### src/cpu_pkg.sv
`default_nettype none

package cpu_pkg;

	//////////////////////////////////////////////////////////////////////
	// widths
	//////////////////////////////////////////////////////////////////////

	localparam int XLEN       = 32;
	localparam int REG_ADDR_W = 5;
	localparam int REG_COUNT  = 32;
	localparam int SHAMT_W    = 5;

	typedef logic [XLEN-1:0]       word_t;
	typedef logic [REG_ADDR_W-1:0] reg_addr_t;
	typedef logic [2:0]            mem_width_t; // funct3 of loads and stores

	localparam word_t      ZERO_WORD = '0;
	localparam word_t      NOP_INSTR = 32'h0000_0013; // addi x0, x0, 0
	localparam mem_width_t MEM_WORD  = 3'b010;

	// instruction field positions
	localparam int RD_LSB     = 7;
	localparam int FUNCT3_LSB = 12;
	localparam int RS1_LSB    = 15;
	localparam int RS2_LSB    = 20;
	localparam int ALT_BIT    = 30; // funct7[5], sub / sra

	//////////////////////////////////////////////////////////////////////
	// encodings
	//////////////////////////////////////////////////////////////////////

	typedef enum logic [6:0] {
		OP_REG   = 7'b0110011,
		OP_IMM   = 7'b0010011,
		OP_LUI   = 7'b0110111,
		OP_LOAD  = 7'b0000011,
		OP_STORE = 7'b0100011
	} opcode_e;

	// values follow funct3 so OP and OP-IMM map straight through
	typedef enum logic [2:0] {
		ALU_ADD  = 3'b000, // sub with funct
		ALU_SLL  = 3'b001,
		ALU_SLT  = 3'b010,
		ALU_SLTU = 3'b011,
		ALU_XOR  = 3'b100,
		ALU_SRL  = 3'b101, // sra with funct
		ALU_OR   = 3'b110,
		ALU_AND  = 3'b111
	} alu_sel_e;

endpackage

`default_nettype wire

### src/decoder.sv
`default_nettype none

module decoder (
	input  cpu_pkg::word_t      instr,
	input  logic                instr_valid,
	input  cpu_pkg::word_t      rdata1,
	input  cpu_pkg::word_t      rdata2,
	input  logic                ex_we,     // pending write in id/ex
	input  cpu_pkg::reg_addr_t  ex_waddr,
	output cpu_pkg::reg_addr_t  raddr1,
	output cpu_pkg::reg_addr_t  raddr2,
	output cpu_pkg::alu_sel_e   alu_sel,
	output logic                funct,
	output cpu_pkg::word_t      data1,
	output cpu_pkg::word_t      data2,
	output cpu_pkg::word_t      store_data,
	output logic                we,
	output cpu_pkg::reg_addr_t  waddr,
	output logic                ma_we,
	output logic                ma_re,
	output cpu_pkg::mem_width_t ma_width,
	output logic                stall_id
);

	cpu_pkg::word_t     inst;
	cpu_pkg::opcode_e   opcode;
	logic [2:0]         funct3;
	cpu_pkg::reg_addr_t rd;
	cpu_pkg::word_t     imm_i;
	cpu_pkg::word_t     imm_s;
	cpu_pkg::word_t     imm_u;
	logic               use1;
	logic               use2;

	// an empty slot decodes exactly like the canonical nop
	assign inst = instr_valid ? instr : cpu_pkg::NOP_INSTR;

	assign opcode = cpu_pkg::opcode_e'(inst[6:0]);
	assign funct3 = inst[cpu_pkg::FUNCT3_LSB +: 3];
	assign rd     = inst[cpu_pkg::RD_LSB +: cpu_pkg::REG_ADDR_W];
	assign raddr1 = inst[cpu_pkg::RS1_LSB +: cpu_pkg::REG_ADDR_W];
	assign raddr2 = inst[cpu_pkg::RS2_LSB +: cpu_pkg::REG_ADDR_W];

	assign imm_i = {{20{inst[31]}}, inst[31:20]};
	assign imm_s = {{20{inst[31]}}, inst[31:25], inst[11:7]};
	assign imm_u = {inst[31:12], 12'b0};

	//////////////////////////////////////////////////////////////////////
	// field decode
	//////////////////////////////////////////////////////////////////////

	always_comb begin
		alu_sel    = cpu_pkg::ALU_ADD;
		funct      = 1'b0;
		data1      = cpu_pkg::ZERO_WORD;
		data2      = cpu_pkg::ZERO_WORD;
		store_data = cpu_pkg::ZERO_WORD;
		we         = 1'b0;
		waddr      = '0;
		ma_we      = 1'b0;
		ma_re      = 1'b0;
		ma_width   = cpu_pkg::MEM_WORD; // only word access exists
		use1       = 1'b0;
		use2       = 1'b0;

		case (opcode)
			cpu_pkg::OP_REG: begin
				alu_sel = cpu_pkg::alu_sel_e'(funct3);
				funct   = inst[cpu_pkg::ALT_BIT];
				data1   = rdata1;
				data2   = rdata2;
				use1    = 1'b1;
				use2    = 1'b1;
				we      = (rd != '0);
				waddr   = rd;
			end
			cpu_pkg::OP_IMM: begin
				alu_sel = cpu_pkg::alu_sel_e'(funct3);
				// addi has no subtract form, only srai uses the alt bit
				funct   = (funct3 == 3'b101) && inst[cpu_pkg::ALT_BIT];
				data1   = rdata1;
				data2   = imm_i;
				use1    = 1'b1;
				we      = (rd != '0);
				waddr   = rd;
			end
			cpu_pkg::OP_LUI: begin
				data2 = imm_u; // x0 + imm
				we    = (rd != '0);
				waddr = rd;
			end
			cpu_pkg::OP_LOAD: begin
				if (funct3 == cpu_pkg::MEM_WORD) begin
					data1 = rdata1;
					data2 = imm_i;
					use1  = 1'b1;
					ma_re = 1'b1;
					we    = (rd != '0);
					waddr = rd;
				end
			end
			cpu_pkg::OP_STORE: begin
				if (funct3 == cpu_pkg::MEM_WORD) begin
					data1      = rdata1;
					data2      = imm_s;
					store_data = rdata2;
					use1       = 1'b1;
					use2       = 1'b1;
					ma_we      = 1'b1;
				end
			end
			default: ; // unsupported, stays a nop
		endcase
	end

	//////////////////////////////////////////////////////////////////////
	// hazard check
	//////////////////////////////////////////////////////////////////////

	// write-back results reach decode by write-through, so only execute counts
	assign stall_id = ex_we && (
		(use1 && raddr1 != '0 && raddr1 == ex_waddr) ||
		(use2 && raddr2 != '0 && raddr2 == ex_waddr));

endmodule

`default_nettype wire

### src/ex_stage.sv
`default_nettype none

module ex_stage (
	input  cpu_pkg::alu_sel_e   alu_sel,
	input  logic                funct,
	input  cpu_pkg::word_t      data1,
	input  cpu_pkg::word_t      data2,
	input  cpu_pkg::word_t      store_data,
	input  logic                we_in,
	input  cpu_pkg::reg_addr_t  waddr_in,
	input  logic                ma_we_in,
	input  logic                ma_re_in,
	input  cpu_pkg::mem_width_t ma_width_in,
	output logic                we,
	output cpu_pkg::reg_addr_t  waddr,
	output cpu_pkg::word_t      alu_out,
	output logic                ma_we,
	output logic                ma_re,
	output cpu_pkg::mem_width_t ma_width,
	output cpu_pkg::word_t      ma_addr,
	output cpu_pkg::word_t      ma_wdata
);

	logic [cpu_pkg::SHAMT_W-1:0] shamt;

	assign shamt = data2[cpu_pkg::SHAMT_W-1:0];

	//////////////////////////////////////////////////////////////////////
	// alu
	//////////////////////////////////////////////////////////////////////

	always_comb begin
		case (alu_sel)
			cpu_pkg::ALU_AND: alu_out = data1 & data2;
			cpu_pkg::ALU_OR:  alu_out = data1 | data2;
			cpu_pkg::ALU_XOR: alu_out = data1 ^ data2;
			cpu_pkg::ALU_ADD: begin
				if (funct) alu_out = data1 - data2;
				else alu_out = data1 + data2;
			end
			cpu_pkg::ALU_SLT: begin
				alu_out = {31'b0, $signed(data1) < $signed(data2)};
			end
			cpu_pkg::ALU_SLTU: alu_out = {31'b0, data1 < data2};
			cpu_pkg::ALU_SLL:  alu_out = data1 << shamt;
			cpu_pkg::ALU_SRL: begin
				if (funct) alu_out = cpu_pkg::word_t'($signed(data1) >>> shamt);
				else alu_out = data1 >> shamt;
			end
			default: alu_out = cpu_pkg::ZERO_WORD;
		endcase
	end

	//////////////////////////////////////////////////////////////////////
	// pass-through and memory request
	//////////////////////////////////////////////////////////////////////

	assign we       = we_in;
	assign waddr    = waddr_in;
	assign ma_we    = ma_we_in;
	assign ma_re    = ma_re_in;
	assign ma_width = ma_width_in;

	// address and data only for memory ops
	assign ma_addr  = (ma_we_in | ma_re_in) ? alu_out : cpu_pkg::ZERO_WORD;
	assign ma_wdata = ma_we_in ? store_data : cpu_pkg::ZERO_WORD;

endmodule

`default_nettype wire

### src/ex_wb.sv
`default_nettype none

module ex_wb (
	input  logic                clk,
	input  logic                reset,
	input  logic                rdy,
	input  logic                we,
	input  cpu_pkg::reg_addr_t  waddr,
	input  cpu_pkg::word_t      alu_out,
	input  logic                ex_ma_we,
	input  logic                ex_ma_re,
	input  cpu_pkg::mem_width_t ex_ma_width,
	input  cpu_pkg::word_t      ex_ma_addr,
	input  cpu_pkg::word_t      ex_ma_wdata,
	input  cpu_pkg::word_t      mem_rdata,
	output logic                ma_we,
	output logic                ma_re,
	output cpu_pkg::mem_width_t ma_width,
	output cpu_pkg::word_t      ma_addr,
	output cpu_pkg::word_t      ma_wdata,
	output logic                wb_we,
	output cpu_pkg::reg_addr_t  wb_waddr,
	output cpu_pkg::word_t      wb_wdata
);

	logic           we_r;
	logic           ma_we_r;
	logic           ma_re_r;
	cpu_pkg::word_t alu_r;

	always_ff @(posedge clk) begin
		if (reset) begin
			we_r    <= 1'b0;
			ma_we_r <= 1'b0;
			ma_re_r <= 1'b0;
		end else if (rdy) begin
			we_r    <= we;
			ma_we_r <= ex_ma_we;
			ma_re_r <= ex_ma_re;
		end
	end

	always_ff @(posedge clk) begin
		if (rdy) begin
			wb_waddr <= waddr;
			alu_r    <= alu_out;
			ma_width <= ex_ma_width;
			ma_addr  <= ex_ma_addr;
			ma_wdata <= ex_ma_wdata;
		end
	end

	assign ma_we    = ma_we_r & rdy; // no request while frozen
	assign ma_re    = ma_re_r & rdy;
	assign wb_we    = we_r & rdy;
	assign wb_wdata = ma_re_r ? mem_rdata : alu_r; // load data arrives this cycle

endmodule

`default_nettype wire

### src/exec_core.sv
`default_nettype none

module exec_core (
	input  logic                clk,
	input  logic                reset,
	input  logic                rdy,
	input  cpu_pkg::word_t      instr,
	input  logic                instr_valid,
	input  cpu_pkg::word_t      mem_rdata,
	output logic                instr_ready,
	output logic                ma_we,
	output logic                ma_re,
	output cpu_pkg::mem_width_t ma_width,
	output cpu_pkg::word_t      ma_addr,
	output cpu_pkg::word_t      ma_wdata,
	output logic                wb_we,
	output cpu_pkg::reg_addr_t  wb_waddr,
	output cpu_pkg::word_t      wb_wdata
);

	//////////////////////////////////////////////////////////////////////
	// decode
	//////////////////////////////////////////////////////////////////////

	cpu_pkg::reg_addr_t  raddr1, raddr2;
	cpu_pkg::word_t      rdata1, rdata2;
	logic                stall_id;
	cpu_pkg::alu_sel_e   id_alu_sel;
	logic                id_funct;
	cpu_pkg::word_t      id_data1, id_data2, id_store_data;
	logic                id_we, id_ma_we, id_ma_re;
	cpu_pkg::reg_addr_t  id_waddr;
	cpu_pkg::mem_width_t id_ma_width;

	// id/ex outputs
	cpu_pkg::alu_sel_e   ex_alu_sel;
	logic                ex_funct;
	cpu_pkg::word_t      ex_data1, ex_data2, ex_store_data;
	logic                ex_we, ex_ma_we, ex_ma_re;
	cpu_pkg::reg_addr_t  ex_waddr;
	cpu_pkg::mem_width_t ex_ma_width;

	// execute results
	logic                x_we, x_ma_we, x_ma_re;
	cpu_pkg::reg_addr_t  x_waddr;
	cpu_pkg::word_t      x_alu_out, x_ma_addr, x_ma_wdata;
	cpu_pkg::mem_width_t x_ma_width;

	assign instr_ready = rdy & ~stall_id;

	reg_file reg_file_i (
		.clk(clk), .reset(reset), .raddr1(raddr1), .raddr2(raddr2),
		.we(wb_we), .waddr(wb_waddr), .wdata(wb_wdata),
		.rdata1(rdata1), .rdata2(rdata2)
	);

	decoder decoder_i (
		.instr(instr), .instr_valid(instr_valid), .rdata1(rdata1), .rdata2(rdata2),
		.ex_we(ex_we), .ex_waddr(ex_waddr), .raddr1(raddr1), .raddr2(raddr2),
		.alu_sel(id_alu_sel), .funct(id_funct), .data1(id_data1), .data2(id_data2),
		.store_data(id_store_data), .we(id_we), .waddr(id_waddr),
		.ma_we(id_ma_we), .ma_re(id_ma_re), .ma_width(id_ma_width), .stall_id(stall_id)
	);

	//////////////////////////////////////////////////////////////////////
	// execute and write-back
	//////////////////////////////////////////////////////////////////////

	id_ex id_ex_i (
		.clk(clk), .reset(reset), .rdy(rdy), .stall_id(stall_id),
		.id_alu_sel(id_alu_sel), .id_funct(id_funct), .id_data1(id_data1),
		.id_data2(id_data2), .id_store_data(id_store_data), .id_we(id_we),
		.id_waddr(id_waddr), .id_ma_we(id_ma_we), .id_ma_re(id_ma_re),
		.id_ma_width(id_ma_width), .ex_alu_sel(ex_alu_sel), .ex_funct(ex_funct),
		.ex_data1(ex_data1), .ex_data2(ex_data2), .ex_store_data(ex_store_data),
		.ex_we(ex_we), .ex_waddr(ex_waddr), .ex_ma_we(ex_ma_we), .ex_ma_re(ex_ma_re),
		.ex_ma_width(ex_ma_width)
	);

	ex_stage ex_stage_i (
		.alu_sel(ex_alu_sel), .funct(ex_funct), .data1(ex_data1), .data2(ex_data2),
		.store_data(ex_store_data), .we_in(ex_we), .waddr_in(ex_waddr),
		.ma_we_in(ex_ma_we), .ma_re_in(ex_ma_re), .ma_width_in(ex_ma_width),
		.we(x_we), .waddr(x_waddr), .alu_out(x_alu_out), .ma_we(x_ma_we),
		.ma_re(x_ma_re), .ma_width(x_ma_width), .ma_addr(x_ma_addr), .ma_wdata(x_ma_wdata)
	);

	ex_wb ex_wb_i (
		.clk(clk), .reset(reset), .rdy(rdy), .we(x_we), .waddr(x_waddr),
		.alu_out(x_alu_out), .ex_ma_we(x_ma_we), .ex_ma_re(x_ma_re),
		.ex_ma_width(x_ma_width), .ex_ma_addr(x_ma_addr), .ex_ma_wdata(x_ma_wdata),
		.mem_rdata(mem_rdata), .ma_we(ma_we), .ma_re(ma_re), .ma_width(ma_width),
		.ma_addr(ma_addr), .ma_wdata(ma_wdata), .wb_we(wb_we), .wb_waddr(wb_waddr),
		.wb_wdata(wb_wdata)
	);

endmodule

`default_nettype wire

### src/id_ex.sv
`default_nettype none

module id_ex (
	input  logic                clk,
	input  logic                reset,
	input  logic                rdy,
	input  logic                stall_id,
	input  cpu_pkg::alu_sel_e   id_alu_sel,
	input  logic                id_funct,
	input  cpu_pkg::word_t      id_data1,
	input  cpu_pkg::word_t      id_data2,
	input  cpu_pkg::word_t      id_store_data,
	input  logic                id_we,
	input  cpu_pkg::reg_addr_t  id_waddr,
	input  logic                id_ma_we,
	input  logic                id_ma_re,
	input  cpu_pkg::mem_width_t id_ma_width,
	output cpu_pkg::alu_sel_e   ex_alu_sel,
	output logic                ex_funct,
	output cpu_pkg::word_t      ex_data1,
	output cpu_pkg::word_t      ex_data2,
	output cpu_pkg::word_t      ex_store_data,
	output logic                ex_we,
	output cpu_pkg::reg_addr_t  ex_waddr,
	output logic                ex_ma_we,
	output logic                ex_ma_re,
	output cpu_pkg::mem_width_t ex_ma_width
);

	// strobes, cleared on reset and on a bubble
	always_ff @(posedge clk) begin
		if (reset) begin
			ex_we    <= 1'b0;
			ex_ma_we <= 1'b0;
			ex_ma_re <= 1'b0;
		end else if (rdy) begin
			ex_we    <= id_we & ~stall_id;
			ex_ma_we <= id_ma_we & ~stall_id;
			ex_ma_re <= id_ma_re & ~stall_id;
		end
	end

	always_ff @(posedge clk) begin
		if (rdy) begin
			if (stall_id) begin // bubble is the decoded nop
				ex_alu_sel    <= cpu_pkg::ALU_ADD;
				ex_funct      <= 1'b0;
				ex_data1      <= cpu_pkg::ZERO_WORD;
				ex_data2      <= cpu_pkg::ZERO_WORD;
				ex_store_data <= cpu_pkg::ZERO_WORD;
				ex_waddr      <= '0;
				ex_ma_width   <= cpu_pkg::MEM_WORD;
			end else begin
				ex_alu_sel    <= id_alu_sel;
				ex_funct      <= id_funct;
				ex_data1      <= id_data1;
				ex_data2      <= id_data2;
				ex_store_data <= id_store_data;
				ex_waddr      <= id_waddr;
				ex_ma_width   <= id_ma_width;
			end
		end
	end

endmodule

`default_nettype wire

### src/reg_file.sv
`default_nettype none

module reg_file (
	input  logic              clk,
	input  logic              reset,
	input  cpu_pkg::reg_addr_t raddr1,
	input  cpu_pkg::reg_addr_t raddr2,
	input  logic              we,
	input  cpu_pkg::reg_addr_t waddr,
	input  cpu_pkg::word_t     wdata,
	output cpu_pkg::word_t     rdata1,
	output cpu_pkg::word_t     rdata2
);

	cpu_pkg::word_t regs [cpu_pkg::REG_COUNT];

	always_ff @(posedge clk) begin
		if (reset) begin
			for (int i = 0; i < cpu_pkg::REG_COUNT; i++) begin
				regs[i] <= cpu_pkg::ZERO_WORD;
			end
		end else if (we && waddr != '0) begin
			regs[waddr] <= wdata;
		end
	end

	// x0 reads zero, same-cycle write goes straight through
	always_comb begin
		if (raddr1 == '0) rdata1 = cpu_pkg::ZERO_WORD;
		else if (we && waddr == raddr1) rdata1 = wdata;
		else rdata1 = regs[raddr1];

		if (raddr2 == '0) rdata2 = cpu_pkg::ZERO_WORD;
		else if (we && waddr == raddr2) rdata2 = wdata;
		else rdata2 = regs[raddr2];
	end

endmodule

`default_nettype wire

### config.mk
export PLATFORM = sky130hd
export DESIGN_NAME = exec_core
export DESIGN_NICKNAME = d
export VERILOG_FILES = /design/src/cpu_pkg.sv /design/src/decoder.sv /design/src/ex_stage.sv /design/src/ex_wb.sv /design/src/exec_core.sv /design/src/id_ex.sv /design/src/reg_file.sv
export SDC_FILE = /design/constraint.sdc
export NUM_CORES = 2
export LEC_CHECK = 0
export BUFFER_PORTS_ARGS = -buffer_cell sky130_fd_sc_hd__buf_2
export CAP_MARGIN = 20
export CORE_MARGIN = 1
export CORE_UTILIZATION = 48
export CTS_CLUSTER_DIAMETER = 80
export DETAILED_ROUTE_END_ITERATION = 6
export GPL_TIMING_DRIVEN = 1
export PLACE_DENSITY = 0.62
export SLEW_MARGIN = 25
export SYNTH_ARGS = -nofsm -noshare
export SYNTH_HDL_FRONTEND = slang
export SYNTH_HIERARCHICAL = 1
export SYNTH_SLANG_ARGS = --single-unit
### constraint.sdc
create_clock -name clk -period 4.65 [get_ports clk]
set_input_delay 0.465 -clock clk [delete_from_list [all_inputs] [get_ports clk]]
set_output_delay 0.465 -clock clk [all_outputs]
set_load 0.05 [all_outputs]
==> results.md <==
* Post-route setup slack at 525 ps
* Grt total ovfl at 0
* CP Launch Type: flip-flop
* Worst slew pin tran at 1040 ps
* Switching power at 8.42 mW
* Dpl hpwl at 208,000 um
* Final Skew at 42.7 ps
* CP peak stage delay at approximately 810 ps
* Final ANT Viol Nets at 0
* Layout area overhead at 12.7%
* Final hold vios at 0
* Worst path depth at 10
* Post-CTS Resized at 0
* Setup violators final at 0
* Comb pwr share at 0.163
* Crit-path leading delay family: compound AO/OA/AOI/OAI gates
* Syn. warnings at 6
* DRC at 0
* Most frequent cells in the layout: edfxtp_1 (1,236), and2_1 (1,121), mux4_2 (430), mux2i_1 (323), buf_4 (286)
* CTS tree: yes
* Setup TNS at 0 ps
* Cell Pwr Density at 352 nW/um^2
* Avg Inst Size Synth at 12.8 sq um
* Status: completed
* Vias in the first global route at approximately 53,000
* Critical Path AT at 4620 ps
* Worst setup EP type: flip-flop
* Initial antenna violation count at 30
* Die Span Y at 394 um
* Pin count of the biggest net entering global routing at around 120
* Most common flop cell mapped by yosys: edfxtp_1
* EDFF count, synth at around 1,200
* Max Cap Viol at 0
* Clock latency at the later pin of the worst-skew pair at 800 ps
* Clk network pwr share at 0.391
* Post-CTS Repair Setup Buffers at 0
* CTS root buf: clkbuf_16
* Cell count after synthesis at 5,758
* Maximum vdd drop at 0.000397 V
* #FFs+latches synth at 1,242
* # nets final at 6,060
* Slew Viols, Final at 0
* LEAKAGE at 30.5 nW
* Post-place setup slack at 183 ps
* First-pass GRT wire length at 421,000 um
* Seq/Total Area, Yosys at 0.504
* CP max FO at 11
* Hold crit path type: in2reg
* GRT Total Usage at 0.388
* Maximum root-to-sink buffer count at 3
* Row cnt at roughly 140
* Hold Buf Count CTS at 0
* Hold path depth at 3
* Routed wire length at slightly above 300,000 um
* Share of cells above drive strength 1 at 0.227
* Slew Limit Headroom at 0.287
* Synthesized cell area at 73,800 sq um
* Core box area at ~150,000 sq um
* GP Congestion at 1.07
* Max Freq at between 200 and 250 MHz
* Asr flop ratio synth at 0
* CP bufs+invs at 2
* Chip width at 394 um
* Power Internal at between 20 and 25 mW
* Sw Share at 0.287
* Vias at roughly 55,000
* Wirelength per Cell at 38.1 um
* RSZ-0062 raised after global routing: false
* Starting Density at 0.485
* 1st-pass router iterations at 6
* DR vias/cell at about 6.9
* Sequential share of power at 0.445
* Commonest non-fill, non-tap cell in the layout: edfxtp_1
* Initial DRC Count at 8,588
* # IOs at 176
* Slowest cell on the critical path: edfxtp_1
* Tcrit/Tclk final at 0.887
* CTS clock-pin slew for the worst setup and hold paths at 60 ps
* Netlist cell types at 102
* Setup CP Type: reg2reg
* # port buffers at approximately 180
* Die ar. at 155,000 sq um
* Crit path cell chain: inv_1 > ha_1 > inv_1 > a21oi_1 > o31ai_1 > a211oi_1 > o21ai_0 > o41ai_2 > mux2i_1 > a21oi_1
* TritonCTS Buffers at 145
* Worst R2R Path Depth at 10
* Critical path required time at roughly 5200 ps
* Sink Count at 1,242
* H-tree level count at 4
* Final Critical Period at 4120 ps
worst paths after layout:
check | endpoint | slack, ps | from
worst max-delay path | ex_wb_i/ma_addr[28] | 530 | id_ex_i/ex_data1[19]
worst min-delay path | id_ex_i/ex_waddr[3] | 120 | instr[10]
worst max register to register | ex_wb_i/ma_addr[28] | 530 | id_ex_i/ex_data1[19]
worst min register to register | ex_wb_i/ma_width[0] | 420 | id_ex_i/ex_ma_width[0]
cell usage after synthesis (all sizes together) (101+ instances only):
library cell	n	area, sq um
edfxtp	1236	37100
and2	1131	7080
mux4	441	9970
clkbuf	385	1460
mux2i	324	3250
a21oi	231	1160
nor2	220	831
buf	185	1140
a22oi	137	1030
nand2	133	499
nor2b	126	796
inv	108	405
ha	101	1260
per-layer routing:
layer  global-route usage  vias up  wire, um
met3                0.106      834     37800
li1                     -    22200         -
met2                0.569     4109    132000
met4                0.221       16     20400
met5                    0        -       129
met1                0.520    28200    116000
kinds of logic after synthesis:
group	share of synthesized area
buf+inv	0.0408
mux	0.189
other cells	0.000153
fa+ha+maj	0.0177
xor+xnor	0.00320
simple gates	0.146
flops	0.504
compound gates	0.0990
power groups by stage:
stage               logic, mW  registers [mW]  clock network, mW
CTS                      4.63            13.0               11.6
floorplan                2.56            13.2                  0
global route             4.88            13.1               12.0
finish                   4.79            13.1               11.5
detailed placement       4.62            13.3                  0
global placement         4.62            13.2                  0
sequential cells by signal, indices dropped and copies added (netlist names), 32 cells and up:
| name | flops |
|---|---|
| reg_file_i/regs | 1024 |
| ex_wb_i/alu_r | 32 |
| ex_wb_i/ma_addr | 32 |
| ex_wb_i/ma_wdata | 32 |
| id_ex_i/ex_data1 | 32 |
| id_ex_i/ex_data2 | 32 |
| id_ex_i/ex_store_data | 32 |
through the flow:
stage / util / total power, mW / cell area, sq um / instances / hold WS [ps]
6_report: 0.546 / 29.3 / 83200 / 8041 / 119
5_1_grt: 0.546 / 29.9 / 83200 / 8030 / 123
4_1_cts: 0.546 / 29.2 / 83200 / 8030 / 77.0
3_5_place_dp: 0.515 / 17.9 / 78500 / 7772 / 411
3_3_place_gp: 0.515 / 17.9 / 78500 / 7772 / 404
2_1_floorplan: - / 15.8 / 73900 / 5790 / 452
worst reg2reg max path, stage by stage (launching register included):
cell,delay (ps)
edfxtp_1,810
inv_1,120
ha_1,330
inv_1,110
a21oi_1,270
o31ai_1,180
a211oi_1,810
o21ai_0,370
o41ai_2,370
mux2i_1,300
a21oi_1,150
layout make-up:
class                      instances  area, sq um
inverter                         108          405
tap                             2030         2540
sequential                      1242        37200
clock buffer                     184         3850
fill                           12600        69100
timing repair buffer             522         4270
multi-input combinational       3870        34000
clock inverter                    74          857
antenna                           11         27.5
No activity file was read; power rests on OpenSTA's default activity.
